### config.mk
export PLATFORM = sky130hd
export DESIGN_NAME = bru_decoder
export DESIGN_NICKNAME = d
export VERILOG_FILES = /design/src/hdl/bru_pkg.sv /design/src/hdl/bru_decoder.sv
export VERILOG_INCLUDE_DIRS = /design/src /design/src/include
export SDC_FILE = /design/constraint.sdc
export NUM_CORES = 1
export LEC_CHECK = 0
export ABC_AREA = 1
export BUFFER_PORTS_ARGS = -buffer_cell sky130_fd_sc_hd__buf_2
export CAP_MARGIN = 20
export CORE_AREA = 2 2 39 41
export DETAILED_ROUTE_END_ITERATION = 8
export DIE_AREA = 0 0 41 43
export GPL_ROUTABILITY_DRIVEN = 0
export SYNTH_ARGS = -nofsm -noshare
export SYNTH_HDL_FRONTEND = slang
export SYNTH_SLANG_ARGS = --single-unit
export TNS_END_PERCENT = 10
### constraint.sdc
create_clock -name vclk -period 1.15
set_clock_uncertainty 0.2 [all_clocks]
set_input_delay 0.23 -clock vclk [all_inputs]
set_output_delay 0.23 -clock vclk [all_outputs]
set_load 0.02 [all_outputs]
### src/include/bru_params.svh
`ifndef BRU_PARAMS_SVH
`define BRU_PARAMS_SVH

// data path and address width
`define BRU_XLEN 32

// physical register file size
`define BRU_PREG_NUM 64

// physical tag width, log2 of BRU_PREG_NUM
`define BRU_PREG_W 6

// external result buses that write the register file
`define BRU_TGT_BUS 2

// reservation station entries and width of the one-hot index
`define BRU_RV_ENTRY 8

`endif

### src/hdl/bru_pkg.sv
`default_nettype none

`include "bru_params.svh"

package bru_pkg;

  typedef enum logic [2:0] {
    OP_EQ,
    OP_NE,
    OP_LT,
    OP_GE,
    OP_LTU,
    OP_GEU,
    OP_JUMP,
    OP_NONE
  } bru_op_t;

  typedef enum logic [1:0] {
    IMM_SB,
    IMM_UJ,
    IMM_I,
    IMM_NONE
  } bru_imm_t;

  typedef struct packed {
    bru_op_t  op;
    bru_imm_t imm;
    logic     wr_rd;  // jal and jalr write pc + 4 back
  } bru_ctrl_t;

  typedef struct packed {
    logic                   valid;
    logic [`BRU_XLEN-1:0]   pc;
    logic [31:0]            inst;
    logic [`BRU_PREG_W-1:0] rs1_tag;
    logic                   rs1_valid;
    logic                   rs1_pred_ready;  // scheduler expects rs1 on a bus in ex2
    logic [`BRU_PREG_W-1:0] rs2_tag;
    logic                   rs2_valid;
    logic                   rs2_pred_ready;
    logic [`BRU_PREG_W-1:0] rd_tag;
    logic                   rd_valid;
    logic [7:0]             cmt_id;
  } bru_issue_t;

  typedef struct packed {
    logic                   valid;
    logic [`BRU_PREG_W-1:0] tag;
    logic [`BRU_XLEN-1:0]   data;
  } bru_wr_t;

  typedef struct packed {
    logic                   valid;
    logic [`BRU_PREG_W-1:0] tag;
  } bru_early_wr_t;

  typedef struct packed {
    logic                 valid;
    logic [`BRU_XLEN-1:0] target;
    logic [7:0]           cmt_id;
  } bru_upd_t;

  typedef struct packed {
    logic                     valid;
    logic                     replay;
    logic [`BRU_RV_ENTRY-1:0] index;
    logic [7:0]               cmt_id;
  } bru_done_t;

endpackage

`default_nettype wire

### src/hdl/bru_decoder.sv
`default_nettype none

module bru_decoder
  import bru_pkg::*;
(
  input  logic [31:0] i_inst,
  output bru_ctrl_t   o_ctrl
);

  localparam logic [6:0] OPC_BRANCH = 7'b1100011;
  localparam logic [6:0] OPC_JAL    = 7'b1101111;
  localparam logic [6:0] OPC_JALR   = 7'b1100111;

  logic [6:0] w_opcode;
  logic [2:0] w_funct3;

  assign w_opcode = i_inst[6:0];
  assign w_funct3 = i_inst[14:12];

  always_comb begin
    o_ctrl.op    = OP_NONE;
    o_ctrl.imm   = IMM_NONE;
    o_ctrl.wr_rd = 1'b0;
    case (w_opcode)
      OPC_BRANCH: begin
        o_ctrl.imm = IMM_SB;
        case (w_funct3)
          3'b000:  o_ctrl.op = OP_EQ;
          3'b001:  o_ctrl.op = OP_NE;
          3'b100:  o_ctrl.op = OP_LT;
          3'b101:  o_ctrl.op = OP_GE;
          3'b110:  o_ctrl.op = OP_LTU;
          3'b111:  o_ctrl.op = OP_GEU;
          default: o_ctrl.imm = IMM_NONE;  // funct3 010 and 011 are reserved
        endcase
      end
      OPC_JAL: begin
        o_ctrl.op    = OP_JUMP;
        o_ctrl.imm   = IMM_UJ;
        o_ctrl.wr_rd = 1'b1;
      end
      OPC_JALR: begin
        if (w_funct3 == 3'b000) begin
          o_ctrl.op    = OP_JUMP;
          o_ctrl.imm   = IMM_I;
          o_ctrl.wr_rd = 1'b1;
        end
      end
      default: begin
        o_ctrl.op = OP_NONE;  // not a control transfer
      end
    endcase
  end

endmodule

`default_nettype wire

# Word level (Yosys, flattened, before mapping)
# Index checks and enable logic that the tools add are counted.
# Widths: inputs -> output; s select.
dict set report totals {
  input_bits 32
  elab_cells 16
  out_inout_bits 6
  regBits 0
}
dict set report classes {
  muxes 6
  n_eq_ne 8
  reduce_logical 2
}
# op count
set op_table {}
lappend op_table {{$eq 7x7->1 const B} 3}
lappend op_table {{$pmux 3 s6} 1}
lappend op_table {{$eq 3x3->1 const B} 4}
lappend op_table {{$pmux 3 s3} 1}
lappend op_table {{$pmux 2 s3} 1}
lappend op_table {{$reduce_or 6->1} 1}
lappend op_table {{$mux 4} 1}
lappend op_table {{$eq 3x1->1 const B} 1}
lappend op_table {{$logic_not 3->1} 1}
lappend op_table {{$mux 2} 1}
lappend op_table {{$pmux 1 s2} 1}

# Depth between registers and ports, before layout
dict set report depth {
  depth_word 4
  depth_mapped 7
  depth_no_buf 7
}

# Worst setup path after synthesis
# No wires, ideal clock.
dict set report synth_path {
  path_kind {input port to output port}
  from {in i_inst[1]}
  to {out o_ctrl[0] (netlist name)}
  stages 4
  t_arrival_ns 0.829
  path_slack_ns -0.109
  n_path_buf 0
  path_cell_list {nand2_1 -> nor2_2 -> nand2_1 -> o21ai_1}
}
# item line
set synth_rtl {}
lappend synth_rtl {{start: declaration} bru_decoder.sv:6} ;# input logic [31:0] i_inst,
lappend synth_rtl {{end: declaration} bru_decoder.sv:7} ;# output bru_ctrl_t o_ctrl

==> metrics.txt <==
min Tclk post-route 1370 ps; vias per std cell 3.97; 1st-iter DRT viols 0; cell leakage power 0.219 nW; Flop pwr share 0%; fin area 488 um^2; final hold slack 615 ps; PortBufs 16; Critical Path AT 940 ps; maxcap violations 0; Post-route DRC 0; Mapped Nets 70; fin worst setup slack -215 ps; Clock Buffer Count 0; Slew HR 86.7%; fmax 732 MHz; die span in y 43 um; crit share post-route 119%; Seq/Total Area, Yosys 0%; GRT Total Usage 8.59%; number of routed nets with antenna violations 0; Worst Tran Pin Value 199 ps; worst-path maximum fanout 2; sw power 53.8 uW; Clock power frac 0%; crit end category output port; Area Overhead vs Synth 185%; grt ovf 0; RSZ-0062 raised after global routing true; mapped cell area 171 um^2; Total Negative Setup Slacks -1010 ps; first-pass GRT wire length 1.12 mm; initial antenna violation count 0; Mapped Cells 38; largest net degree at the start of global routing 5; worst ir drop on vdd 0.0937 mV; logic gate share of total power 100.0%; HPWL after DPL 478 um; synth warn 0; Die Wd 41 um; commonest non-fill, non-tap cell in the layout buf_6; core box area 1380 um^2; failing checks negative setup slack; power density cells 237 nW/um^2; count of cell types in the netlist 11; std cell rows 14; number of global-route vias before repair 284; post-synthesis area per instance 4.51 um^2; die area 1760 um^2; area taken by flip-flops and latches 0 um^2; wire length per cell 8.36 um; Data required, critical path 720 ps; nets 90; layout cells sized above 1 75.0%; Post-DP Area 303 um^2; switching share of power 46.6%; Setup Buffers After CTS 0; status complete, but fails checks; IO Count 38; WS Path Type in2out; Max Slew Vio Count 0; TritonRoute pass-1 iters 1; Starting Density 12.4%; type of origin of the critical path input port; fillcell total 148; final setup fails 6; Hold Crit Class in2out; internal power 61.6 uW; Final Hold Fails 0; Routed WL 602 um; seq_cells 0; vias 286; ant diodes 0; most frequent cells in the layout 9 x buf_6, 6 x nand2_1, 5 x nor2_4, 5 x nand2_2; post-layout power 115 uW
==> power groups by stage <==
stage,Clock [mW],Combinational [mW],Sequential [mW]
detailed placement,0,0.0593,0
floorplan,0,0.0280,0
global placement,0,0.0586,0
CTS,0,0.0972,0
global route,0,0.126,0
finish,0,0.115,0
==> what timing repair did <==
action	CTS	global route
pin swaps	16	9
setup endpoints to repair	6	6
hold buffers	0	0
gates resized for setup	32	16
==> critical path, cell delays in order <==
cell,delay [ps]
buf_6,100
inv_2,50
nand3_4,80
nor3_4,210
inv_1,70
nand3_2,80
buf_6,110
==> per-layer routing <==
| metal | track usage [%] | vias up | part of all wire [%] |
|---|---|---|---|
| li1 | - | 154 | - |
| met1 | 10.8 | 127 | 31 |
| met2 | 16.3 | 5 | 65 |
| met3 | 0 | 0 | 4.0 |
| met4 | 0 | 0 | 0 |
| met5 | 0 | - | 0 |
==> Yosys cell counts <==
library cell	number	area (um^2)
inv_1	6	22.5
inv_2	2	7.51
nand2_1	13	48.8
nand2_2	1	6.26
nand3_1	5	25.0
nor2_1	4	15.0
nor2_2	3	18.8
nor3_2	1	10.0
o211ai_1	1	7.51
o21ai_0	1	5.00
o21ai_1	1	5.00
==> worst paths after layout <==
kind       start   endpoint  slack, ps  cells after the start
max    i_inst[4]  o_ctrl[2]       -220                      7
min   i_inst[14]  o_ctrl[4]        610                      4
==> per-stage QoR <==
step           worst slack [ps]  instances  util (%)
5_1_grt                    -285         72      35.3
3_5_place_dp               -291         72      21.9
2_1_floorplan             -33.1         38         -
3_3_place_gp               -268         72      21.9
6_report                   -215         72      35.3
4_1_cts                    -252         72      30.9
==> layout make-up <==
class	instances	area, um^2	share of cell area, %
inverters	8	32.5	6.67
well taps	16	20.0	4.10
multi-input cells	30	244	50.0
repair buffers	18	191	39.2
==> logic make-up (layout without fill, tap and decap cells) <==
logic type	count (synthesis)	count (layout)	share of synthesized area, %
and+or+nand+nor	27	27	72.3
AOI/OAI and AO/OA	3	3	10.2
buffers and inverters	8	26	17.5
(Power assumes the default switching activity.)
