==> src/include/bru_params.svh <==
`ifndef BRU_PARAMS_SVH
`define BRU_PARAMS_SVH

// data path and address width
`define BRU_XLEN 32

// physical register file size
`define BRU_PREG_NUM 64

// physical tag width, log2 of BRU_PREG_NUM
`define BRU_PREG_W 6

// external result buses that write the register file
`define BRU_TGT_BUS 2

// reservation station entries and width of the one-hot index
`define BRU_RV_ENTRY 8

`endif

==> src/hdl/bru_pkg.sv <==
`default_nettype none

`include "bru_params.svh"

package bru_pkg;

  typedef enum logic [2:0] {
    OP_EQ,
    OP_NE,
    OP_LT,
    OP_GE,
    OP_LTU,
    OP_GEU,
    OP_JUMP,
    OP_NONE
  } bru_op_t;

  typedef enum logic [1:0] {
    IMM_SB,
    IMM_UJ,
    IMM_I,
    IMM_NONE
  } bru_imm_t;

  typedef struct packed {
    bru_op_t  op;
    bru_imm_t imm;
    logic     wr_rd;  // jal and jalr write pc + 4 back
  } bru_ctrl_t;

  typedef struct packed {
    logic                   valid;
    logic [`BRU_XLEN-1:0]   pc;
    logic [31:0]            inst;
    logic [`BRU_PREG_W-1:0] rs1_tag;
    logic                   rs1_valid;
    logic                   rs1_pred_ready;  // scheduler expects rs1 on a bus in ex2
    logic [`BRU_PREG_W-1:0] rs2_tag;
    logic                   rs2_valid;
    logic                   rs2_pred_ready;
    logic [`BRU_PREG_W-1:0] rd_tag;
    logic                   rd_valid;
    logic [7:0]             cmt_id;
  } bru_issue_t;

  typedef struct packed {
    logic                   valid;
    logic [`BRU_PREG_W-1:0] tag;
    logic [`BRU_XLEN-1:0]   data;
  } bru_wr_t;

  typedef struct packed {
    logic                   valid;
    logic [`BRU_PREG_W-1:0] tag;
  } bru_early_wr_t;

  typedef struct packed {
    logic                 valid;
    logic [`BRU_XLEN-1:0] target;
    logic [7:0]           cmt_id;
  } bru_upd_t;

  typedef struct packed {
    logic                     valid;
    logic                     replay;
    logic [`BRU_RV_ENTRY-1:0] index;
    logic [7:0]               cmt_id;
  } bru_done_t;

endpackage

`default_nettype wire

==> src/hdl/bru_fwd_select.sv <==
`default_nettype none

`include "bru_params.svh"

module bru_fwd_select
  import bru_pkg::*;
#(
  parameter int BUS_NUM = `BRU_TGT_BUS
)
(
  input  logic [`BRU_PREG_W-1:0] i_src_tag,
  input  logic                   i_src_valid,
  input  bru_wr_t                i_bus [BUS_NUM],
  input  logic [`BRU_XLEN-1:0]   i_reg_data,
  output logic [`BRU_XLEN-1:0]   o_data,
  output logic                   o_hit
);

  logic [BUS_NUM-1:0]   w_match;
  logic [`BRU_XLEN-1:0] w_bus_data;
  logic                 w_src_live;

  assign w_src_live = i_src_valid & (i_src_tag != '0);  // x0 never forwards

  generate
    for (genvar b = 0; b < BUS_NUM; b++) begin : g_match
      assign w_match[b] = w_src_live & i_bus[b].valid & (i_bus[b].tag == i_src_tag);
    end
  endgenerate

  // the match vector is one-hot, so an or of the masked beats picks the data
  always_comb begin
    w_bus_data = '0;
    for (int b = 0; b < BUS_NUM; b++) begin
      w_bus_data = w_bus_data | ({`BRU_XLEN{w_match[b]}} & i_bus[b].data);
    end
  end

  assign o_hit  = |w_match;
  assign o_data = o_hit ? w_bus_data : i_reg_data;

endmodule

`default_nettype wire

==> src/hdl/bru_pipe.sv <==
`default_nettype none

`include "bru_params.svh"

module bru_pipe
  import bru_pkg::*;
#(
  parameter int RV_ENTRY = `BRU_RV_ENTRY
)
(
  input  logic                   i_clk,
  input  logic                   i_reset_n,

  input  bru_issue_t             i_issue,
  input  logic [RV_ENTRY-1:0]    i_index,

  output logic [31:0]            o_ctrl_inst,
  input  bru_ctrl_t              i_ctrl,

  output logic [`BRU_PREG_W-1:0] o_rd_tag  [2],
  input  logic [`BRU_XLEN-1:0]   i_rd_data [2],

  input  bru_wr_t                i_res_bus [`BRU_TGT_BUS],

  output bru_early_wr_t          o_early_wr,
  output bru_wr_t                o_wb,
  output bru_upd_t               o_br_upd,
  output bru_done_t              o_done
);

  bru_issue_t           r_ex1_issue;
  logic [RV_ENTRY-1:0]  r_ex1_index;
  bru_ctrl_t            r_ex1_ctrl;

  bru_issue_t           r_ex2_issue;
  logic [RV_ENTRY-1:0]  r_ex2_index;
  bru_ctrl_t            r_ex2_ctrl;
  logic [`BRU_XLEN-1:0] r_ex2_rs1_data;
  logic [`BRU_XLEN-1:0] r_ex2_rs2_data;

  logic [31:0]          w_ex2_inst;
  logic [`BRU_XLEN-1:0] w_ex2_rs1;
  logic [`BRU_XLEN-1:0] w_ex2_rs2;
  logic                 w_ex2_rs1_fwd;
  logic                 w_ex2_rs2_fwd;
  logic                 w_ex2_rs1_pred_hit;
  logic                 w_ex2_rs2_pred_hit;
  logic [`BRU_XLEN-1:0] w_ex2_off_sb;
  logic [`BRU_XLEN-1:0] w_ex2_off_uj;
  logic [`BRU_XLEN-1:0] w_ex2_off_i;
  logic [`BRU_XLEN-1:0] w_ex2_target;
  logic                 w_ex2_result;

  bru_issue_t           r_ex3_issue;
  logic [RV_ENTRY-1:0]  r_ex3_index;
  bru_ctrl_t            r_ex3_ctrl;
  logic                 r_ex3_result;
  logic [`BRU_XLEN-1:0] r_ex3_target;
  logic                 r_ex3_pred_hit;

  assign o_ctrl_inst = i_issue.inst;  // decoded in ex0

  always_ff @(posedge i_clk, negedge i_reset_n) begin
    if (!i_reset_n) begin
      r_ex1_issue <= '0;
      r_ex1_index <= '0;
      r_ex1_ctrl  <= '0;
    end else begin
      r_ex1_issue <= i_issue;
      r_ex1_index <= i_index;
      r_ex1_ctrl  <= i_ctrl;
    end
  end

  assign o_early_wr.valid = r_ex1_issue.valid & r_ex1_issue.rd_valid;
  assign o_early_wr.tag   = r_ex1_issue.rd_tag;

  // an unused source reads x0
  assign o_rd_tag[0] = r_ex1_issue.rs1_valid ? r_ex1_issue.rs1_tag : '0;
  assign o_rd_tag[1] = r_ex1_issue.rs2_valid ? r_ex1_issue.rs2_tag : '0;

  always_ff @(posedge i_clk, negedge i_reset_n) begin
    if (!i_reset_n) begin
      r_ex2_issue    <= '0;
      r_ex2_index    <= '0;
      r_ex2_ctrl     <= '0;
      r_ex2_rs1_data <= '0;
      r_ex2_rs2_data <= '0;
    end else begin
      r_ex2_issue    <= r_ex1_issue;
      r_ex2_index    <= r_ex1_index;
      r_ex2_ctrl     <= r_ex1_ctrl;
      r_ex2_rs1_data <= i_rd_data[0];
      r_ex2_rs2_data <= i_rd_data[1];
    end
  end

  bru_fwd_select #(
    .BUS_NUM(`BRU_TGT_BUS)
  ) u_rs1_fwd (
    .i_src_tag  (r_ex2_issue.rs1_tag),
    .i_src_valid(r_ex2_issue.rs1_valid),
    .i_bus      (i_res_bus),
    .i_reg_data (r_ex2_rs1_data),
    .o_data     (w_ex2_rs1),
    .o_hit      (w_ex2_rs1_fwd)
  );

  bru_fwd_select #(
    .BUS_NUM(`BRU_TGT_BUS)
  ) u_rs2_fwd (
    .i_src_tag  (r_ex2_issue.rs2_tag),
    .i_src_valid(r_ex2_issue.rs2_valid),
    .i_bus      (i_res_bus),
    .i_reg_data (r_ex2_rs2_data),
    .o_data     (w_ex2_rs2),
    .o_hit      (w_ex2_rs2_fwd)
  );

  // a source that was promised for ex2 must arrive on a bus in ex2
  assign w_ex2_rs1_pred_hit = r_ex2_issue.rs1_pred_ready ? w_ex2_rs1_fwd : 1'b1;
  assign w_ex2_rs2_pred_hit = r_ex2_issue.rs2_pred_ready ? w_ex2_rs2_fwd : 1'b1;

  assign w_ex2_inst   = r_ex2_issue.inst;
  assign w_ex2_off_sb = {{(`BRU_XLEN-13){w_ex2_inst[31]}}, w_ex2_inst[31], w_ex2_inst[7],
                         w_ex2_inst[30:25], w_ex2_inst[11:8], 1'b0};
  assign w_ex2_off_uj = {{(`BRU_XLEN-21){w_ex2_inst[31]}}, w_ex2_inst[31],
                         w_ex2_inst[19:12], w_ex2_inst[20], w_ex2_inst[30:21], 1'b0};
  assign w_ex2_off_i  = {{(`BRU_XLEN-12){w_ex2_inst[31]}}, w_ex2_inst[31:20]};

  always_comb begin
    case (r_ex2_ctrl.imm)
      IMM_SB:  w_ex2_target = r_ex2_issue.pc + w_ex2_off_sb;
      IMM_UJ:  w_ex2_target = r_ex2_issue.pc + w_ex2_off_uj;
      IMM_I:   w_ex2_target = w_ex2_rs1 + w_ex2_off_i;  // jalr base is rs1
      default: w_ex2_target = '0;
    endcase
  end

  always_comb begin
    case (r_ex2_ctrl.op)
      OP_EQ:   w_ex2_result = (w_ex2_rs1 == w_ex2_rs2);
      OP_NE:   w_ex2_result = (w_ex2_rs1 != w_ex2_rs2);
      OP_LT:   w_ex2_result = ($signed(w_ex2_rs1) < $signed(w_ex2_rs2));
      OP_GE:   w_ex2_result = ($signed(w_ex2_rs1) >= $signed(w_ex2_rs2));
      OP_LTU:  w_ex2_result = (w_ex2_rs1 < w_ex2_rs2);
      OP_GEU:  w_ex2_result = (w_ex2_rs1 >= w_ex2_rs2);
      OP_JUMP: w_ex2_result = 1'b1;
      default: w_ex2_result = 1'b0;
    endcase
  end

  always_ff @(posedge i_clk, negedge i_reset_n) begin
    if (!i_reset_n) begin
      r_ex3_issue    <= '0;
      r_ex3_index    <= '0;
      r_ex3_ctrl     <= '0;
      r_ex3_result   <= 1'b0;
      r_ex3_target   <= '0;
      r_ex3_pred_hit <= 1'b0;
    end else begin
      r_ex3_issue    <= r_ex2_issue;
      r_ex3_index    <= r_ex2_index;
      r_ex3_ctrl     <= r_ex2_ctrl;
      r_ex3_result   <= w_ex2_result;
      r_ex3_target   <= w_ex2_target;
      r_ex3_pred_hit <= w_ex2_rs1_pred_hit & w_ex2_rs2_pred_hit;
    end
  end

  assign o_done.valid  = r_ex3_issue.valid;
  assign o_done.replay = ~r_ex3_pred_hit;  // scheduler reissues the entry
  assign o_done.index  = r_ex3_index;
  assign o_done.cmt_id = r_ex3_issue.cmt_id;

  assign o_br_upd.valid  = r_ex3_issue.valid & r_ex3_result & r_ex3_pred_hit;
  assign o_br_upd.target = r_ex3_target;
  assign o_br_upd.cmt_id = r_ex3_issue.cmt_id;

  assign o_wb.valid = r_ex3_issue.valid & r_ex3_ctrl.wr_rd & r_ex3_pred_hit;
  assign o_wb.tag   = r_ex3_issue.rd_tag;
  assign o_wb.data  = r_ex3_issue.pc + `BRU_XLEN'd4;

endmodule

`default_nettype wire

==> config.mk <==
export PLATFORM = sky130hd
export DESIGN_NAME = bru_pipe
export DESIGN_NICKNAME = d
export VERILOG_FILES = /design/src/hdl/bru_pkg.sv /design/src/hdl/bru_fwd_select.sv /design/src/hdl/bru_pipe.sv
export VERILOG_INCLUDE_DIRS = /design/src /design/src/include
export SDC_FILE = /design/constraint.sdc
export NUM_CORES = 1
export LEC_CHECK = 0
export BUFFER_PORTS_ARGS = -buffer_cell sky130_fd_sc_hd__buf_2
export CAP_MARGIN = 20
export CORE_ASPECT_RATIO = 0.75
export CORE_UTILIZATION = 45
export CTS_CLUSTER_SIZE = 30
export DETAILED_ROUTE_END_ITERATION = 16
export PLACE_DENSITY = 0.7
export SLEW_MARGIN = 20
export SYNTH_ARGS = -nofsm -noshare
export SYNTH_HDL_FRONTEND = slang
export SYNTH_SLANG_ARGS = --single-unit
==> constraint.sdc <==
create_clock -name i_clk -period 4.04 [get_ports i_clk]
set_input_delay 0.808 -clock i_clk [delete_from_list [all_inputs] [get_ports i_clk]]
set_output_delay 0.808 -clock i_clk [all_outputs]
set_load 0.005 [all_outputs]
# [After elaboration in Yosys (flattened, before gate mapping)]
# Cells that the tools add are included.
[totals] ff_bits=373 mem_bits_rw=0 latchBits=0 romBits=0 in_bits=254 output_inout_bits=149 mem_count=0 word_cells=101
[op_classes] add_sub_neg=4 bitwise=23 eq_ne=14 shifts=0 multipliers=0 mux=8 n_div=0 n_lt_le_gt_ge=4 n_reduce_logical=6
[ops] cell="AND 32 bit" n=4
[ops] cell="adder 32 bit" n=3
[ops] cell="case mux 32 bit (3 select lines)" n=1
[ops] cell="greater-or-equal comparator 32 bit" n=2
[ops] cell="less-than comparator 32 bit" n=2
[ops] cell="two-way mux 32 bit" n=2
[ops] cell="bitwise OR 32 bit" n=2
[ops] cell="adder 32 x 3 -> 32 bit (second input constant)" n=1
[ops] cell="== test 32 bit" n=1
[ops] cell="inequality test 32 bit" n=1
[ops] cell="== test 6 bit" n=4
[ops] cell="AND 1 bit" n=16
[ops] cell="two-way mux 6 bit" n=2
[ops] cell="nonzero test 6 bit" n=2
[ops] cell="== test 3 bit (second input constant)" n=3
[ops] cell="case mux 1 bit (7 select lines)" n=1
[ops] cell="== test 3 x 2 -> 1 bit (second input constant)" n=2
[ops] cell="OR reduction 2 bit" n=2
[ops] cell="== test 3 x 1 -> 1 bit (second input constant)" n=1
[ops] cell="zero test 3 bit" n=1
[ops] cell="== test 2 x 1 -> 1 bit (second input constant)" n=1
[ops] cell="== test 2 bit (second input constant)" n=1
[ops] cell="zero test 2 bit" n=1
[ops] cell="two-way mux 1 bit" n=2
[ops] cell="inverter 1 bit" n=1

# [Logic depth before layout (Yosys ltp)]
[logic_depth] word_depth=9 mapped_depth=18 mapped_depth_nobuf=17

# [By module]
# Synthesis repeated with hierarchy kept, for this count alone.
[unflattened] cells_unflattened=1302 area_unflattened_um2=15889.0
[modules_own_cells] module="bru_pipe" seq_area_each_um2=8983.6 instances=1 area_per_inst_um2=14330.0 cells_each=1112
[modules_own_cells] module="bru_fwd_select" seq_area_each_um2=0.0 instances=2 area_per_inst_um2=779.5 cells_each=95

# [Worst setup path after synthesis]
# No wires, ideal clock.
[synth_timing] kind="input -> register" from="input i_res_bus[75] (netlist name)" to="register r_ex3_target[26]" path_slack_ns=-0.158 setup_time_ns=0.138 required_time_ns=3.902 arrival_time_ns=4.060 n_path_buf=2 path_stages=17 cell_sequence="xnor2_1 nand3_1 nor3_2 clkbuf_1 buf_1 a22oi_1 nand2_1 ha_1 nor2b_1 o31a_1 o21ai_2 a21boi_1 o211a_1 or2_1 a21bo_2 a211oi_1 o22ai_1"
[synth_between] elab_chain_cells=7 elab_cells_between_ends=8 cone_classes="add/sub: 1; eq/ne: 1; mux: 2; bitwise: 3; reduce/logical: 1"
[synth_lines] item="start, declared" line="bru_pipe.sv:23" rtl="input bru_wr_t i_res_bus [`BRU_TGT_BUS],"
[synth_lines] item="== test 6 bit (*)" line="bru_fwd_select.sv:27" rtl="assign w_match[b] = w_src_live & i_bus[b].valid & (i_bus[b].tag == i_src_tag);"
[synth_lines] item="AND 1 bit (*)" line="bru_fwd_select.sv:27"
[synth_lines] item="AND 32 bit" line="bru_fwd_select.sv:35" rtl="w_bus_data = w_bus_data | ({`BRU_XLEN{w_match[b]}} & i_bus[b].data);"
[synth_lines] item="bitwise OR 32 bit" line="bru_fwd_select.sv:35"
[synth_lines] item="two-way mux 32 bit (*)" line="bru_fwd_select.sv:40" rtl="assign o_data = o_hit ? w_bus_data : i_reg_data;"
[synth_lines] item="adder 32 bit (*)" line="bru_pipe.sv:135" rtl="IMM_I: w_ex2_target = w_ex2_rs1 + w_ex2_off_i;"
[synth_lines] item="case mux 32 bit (3 select lines) (*)" line="bru_pipe.sv:132" rtl="case (r_ex2_ctrl.imm)"
[synth_lines] item="net w_ex2_target[26]" line="bru_pipe.sv:51" rtl="logic [`BRU_XLEN-1:0] w_ex2_target;"
[synth_lines] item="end signal, assigned" line="bru_pipe.sv:166" rtl="r_ex3_target <= w_ex2_target;"
[synth_lines] item="end, declared" line="bru_pipe.sv:58" rtl="logic [`BRU_XLEN-1:0] r_ex3_target;"
# The timed path passes the listed nets; every way through them passes the cells marked *.

# [Worst setup path in the final report]
[layout_timing] from="register r_ex2_issue[26] (netlist name)" to="register r_ex3_target[29]"
[layout_between] elab_chain_cells=9 elab_cells_between_ends=15 cone_classes="add/sub: 1; eq/ne: 2; mux: 2; bitwise: 8; reduce/logical: 2"
[layout_lines] item="start, declared" line="bru_pipe.sv:35" rtl="bru_issue_t r_ex2_issue;"
[layout_lines] item="start signal, assigned" line="bru_pipe.sv:90" rtl="r_ex2_issue <= r_ex1_issue;"
[layout_lines] item="nonzero test 6 bit" line="bru_fwd_select.sv:23" rtl="assign w_src_live = i_src_valid & (i_src_tag != '0);"
[layout_lines] item="AND 1 bit" line="bru_fwd_select.sv:23"
[layout_lines] item="AND 1 bit (2 in a row)" line="bru_fwd_select.sv:27"
[layout_lines] item="AND 32 bit" line="bru_fwd_select.sv:35"
[layout_lines] item="bitwise OR 32 bit" line="bru_fwd_select.sv:35"
[layout_lines] item="two-way mux 32 bit (*)" line="bru_fwd_select.sv:40"
[layout_lines] item="adder 32 bit (*)" line="bru_pipe.sv:135"
[layout_lines] item="case mux 32 bit (3 select lines) (*)" line="bru_pipe.sv:132"
[layout_lines] item="net w_ex2_target[29]" line="bru_pipe.sv:51"
# Marked as above.

==> flow_summary.ini <==
[finish]
multi_input_area_um2 = 6430
regArea_um2 = 8980
drive_gt1_share_pct = 38.1
fillers = 2798
final_cells = 2237
final_area_um2 = 20300
final_cell_mix = buf_2, dfrtp_1, buf_4
final_common_cell = buf_2
nets = 2108
syn2layout_area_growth_pct = 29.4

[setup_path]
cp_slowest_cell = or4_4
worst-path-buf-inv = 2
cp_num_cells = 17
crit_fanout = 6
reg2reg_depth = 17
cp-start-kind = register
crit_required_ns = 4.41
max_stage_delay_ns = 0.55
worstSetupPathType = reg2reg
crit_chain = or4_4 -> o31ai_4 -> nor3_4 -> buf_6 -> buf_6 -> a22oi_2 -> nand2_4 -> ha_4 -> and3_1 -> a221o_1 -> a31oi_4 -> o211ai_1 -> a41o_1 -> a21boi_2 -> o21ai_1 -> xnor2_1 -> o22ai_1
cp_common_cell = buf_6
critPathCaptureType = register
critPathTopFamily = compound AO/OA/AOI/OAI gates
cp_data_arrival_time_ns = 4.49

[sta]
fin_worst_skew_ns = 0.0185
final.setup.tns_ns = -0.351
setup_viol = 9
min_period_ns = 4.13
slew_violations = 0
setup_slack_ns = -0.0852
worst_hold_slack_ns = 0.282
relSlewSlack_pct = 35.0
fmax_mhz = 242
tightest_slew_ns = 0.972
finalCritPeriodShare_pct = 102
rsz0062_at_grt = true
hold_violations = 0

[power]
powerDensity_nw_per_um2 = 441
total_power_w = 0.00898
ir_worst_vdd_v = 0.000323
leakagePower_nw = 9.79

[logic_synthesis]
synth_xor_area_share_pct = 5.73
synth_area_um2 = 15700
synth_edf_count = 0
ys_warn_count = 0
synth_nets = 1661
synth_seq_cells = 359
synthCells = 1311
synth.distinct_cells = 87
avgSynthCellArea_um2 = 12.0
synthSimpleGateAreaFrac_pct = 9.44
synth_compound_area_share_pct = 14.6
synth-adder-area-share_pct = 7.73
synth_top_family_by_area = compound AO/OA/AOI/OAI gates
yosys.area.top_type_share_pct = 57.1
synthArstFlopShare_pct = 100
yosysTopAreaCell = dfrtp_1
ys_top_cells_by_area = dfrtp_1, ha_1, xnor2_1
yosys_most_used_dff = dfrtp_1
synthMuxAreaShare_pct = 0.676
yosysSeqAreaShare_pct = 57.1

[die]
dieArea_um2 = 35700
die_y_um = 164
num_rows = 58
core-area_um2 = 34000
start_util_pct = 46.3
die_w_um = 218
ios = 403

[routing]
drtAntennaViolNets = 0
drtPass1Iterations = 5
via_per_inst = 5.20
drt_wl_total_um = 41300
wl_per_cell_um = 18.5
drt_iter0_markers = 748
drc = 0
vias = 11600

[hold_path]
hold_class = in2async

[clock_network]
cts_buffer_depth = 3
cts-root-buf = clkbuf_16
cts.sinks = 359
cts_hold_buf = 0
clk_pin_slew_ns = 0.06
cts_tree = done
htree_levels = 2
clk-insertion-delay-late_ns = 0.54
numCtsBuffers = 36

[placement]
finalWeightedCongestion = 0.927
io_buffers = 388
postPlaceCellArea_um2 = 18400
dp_hpwl_um = 31300
placed_cells = 2143

[status]
outcome = finished, violations left
violations = negative setup slack

[global_routing]
grt_max_degree = 93
grt_pass1_vias = 11600
gr-total-overflow = 0
grtUsageTotal_pct = 22.7
grt_pass1_wl_um = 62600
antenna_found_initial = 2

[run]
maxCapViolations = 0
-- worst reg2reg max path: cells and delay by family, from the launching register on --
kind	cells	cell delay, ns
simple gates	4	0.90
flops	1	0.38
fa+ha+maj	1	0.25
compound gates	9	1.97
xor+xnor	1	0.17
buf+inv	2	0.28
-- power breakdown --
group	switching [W]	internal [W]	total, W	leakage, nW
Clock	0.00145	0.00217	0.00362	0.634
Sequential	0.000113	0.00382	0.00393	4.21
Combinational	0.000760	0.000660	0.00142	4.95
Total	0.00233	0.00665	0.00898	9.79
-- metal layers --
| layer | up-vias | global-route usage [%] | routed length, um |
|---|---|---|---|
| met2 | 375 | 36.0 | 19400 |
| met5 | - | 0 | 10 |
| met4 | 2 | 6.17 | 827 |
| met1 | 5665 | 32.5 | 18800 |
| met3 | 72 | 3.63 | 2260 |
| li1 | 5516 | - | - |
-- cells in the mapped netlist, drive strengths merged, types with 29 or more instances --
library cell and n:
a21oi 87, nand3 35, nor2 44, a22o 31
nand2 107, xnor2 73, a21o 39, o21ai 36
a22oi 32, dfrtp 359, ha 94, buf 75
xor2 29
-- sequential cells by signal (all words and copies together), names as in the netlist, 8 cells and up --
register	cells
r_ex1_index	8
o_br_upd	8
r_ex3_target	32
r_ex2_index	8
r_ex2_issue	63
r_ex2_rs2_data	32
r_ex3_issue	32
r_ex3_index	8
r_ex2_rs1_data	32
w_ex2_inst	25
r_ex1_issue	83
-- final cells by class --
class / instances / area share [%]
repair buffers: 509 / 14.6
flip-flops and latches: 359 / 44.2
inverters: 27 / 0.498
diodes: 1 / 0.0123
clock buffers: 46 / 4.91
multi-input cells: 825 / 31.6
clock inverters: 20 / 1.51
well taps: 450 / 2.77
-- cell families (layout without fill, tap and decap cells) --
family                   after synthesis  in the layout
other                                  0              1
AND/OR/NAND/NOR                      295            295
flip-flops                           359            359
AO/OA/AOI/OAI                        322            322
multiplexers                          10             10
adder cells (fa/ha/maj)               96             96
XOR/XNOR                             102            102
buffers and inverters                127            602
-- path summary, 6_finish.rpt --
kind                                 start          endpoint  slack, ns
max in group asynchronous        i_reset_n     o_early_wr[1]       2.80
min                              i_reset_n       o_br_upd[4]       0.28
min reg2reg                r_ex1_issue[61]    w_ex2_inst[30]       0.34
min in group i_clk         r_ex1_issue[61]    w_ex2_inst[30]       0.34
max reg2reg                r_ex2_issue[26]  r_ex3_target[29]      -0.09
max                        r_ex2_issue[26]  r_ex3_target[29]      -0.09
-- repair_timing --
action                                  in CTS  in global routing
endpoints found under the setup margin      11                 28
endpoints found under the hold margin        0                  0
setup buffers                               15                 13
pin swaps                                   39                 36
resized for setup                           39                 57
cloned                                       0                  0
-- stage by stage --
| step | utilization, % | setup slack (ns) |
|---|---|---|
| 6_report | 59.9 | -0.0852 |
| 4_1_cts | 58.8 | -0.0784 |
| 2_1_floorplan | - | 0.0368 |
| 3_3_place_gp | 54.1 | -0.139 |
| 3_5_place_dp | 54.1 | -0.267 |
| 5_1_grt | 59.9 | -0.247 |
Power figures use the tool's default switching activity.
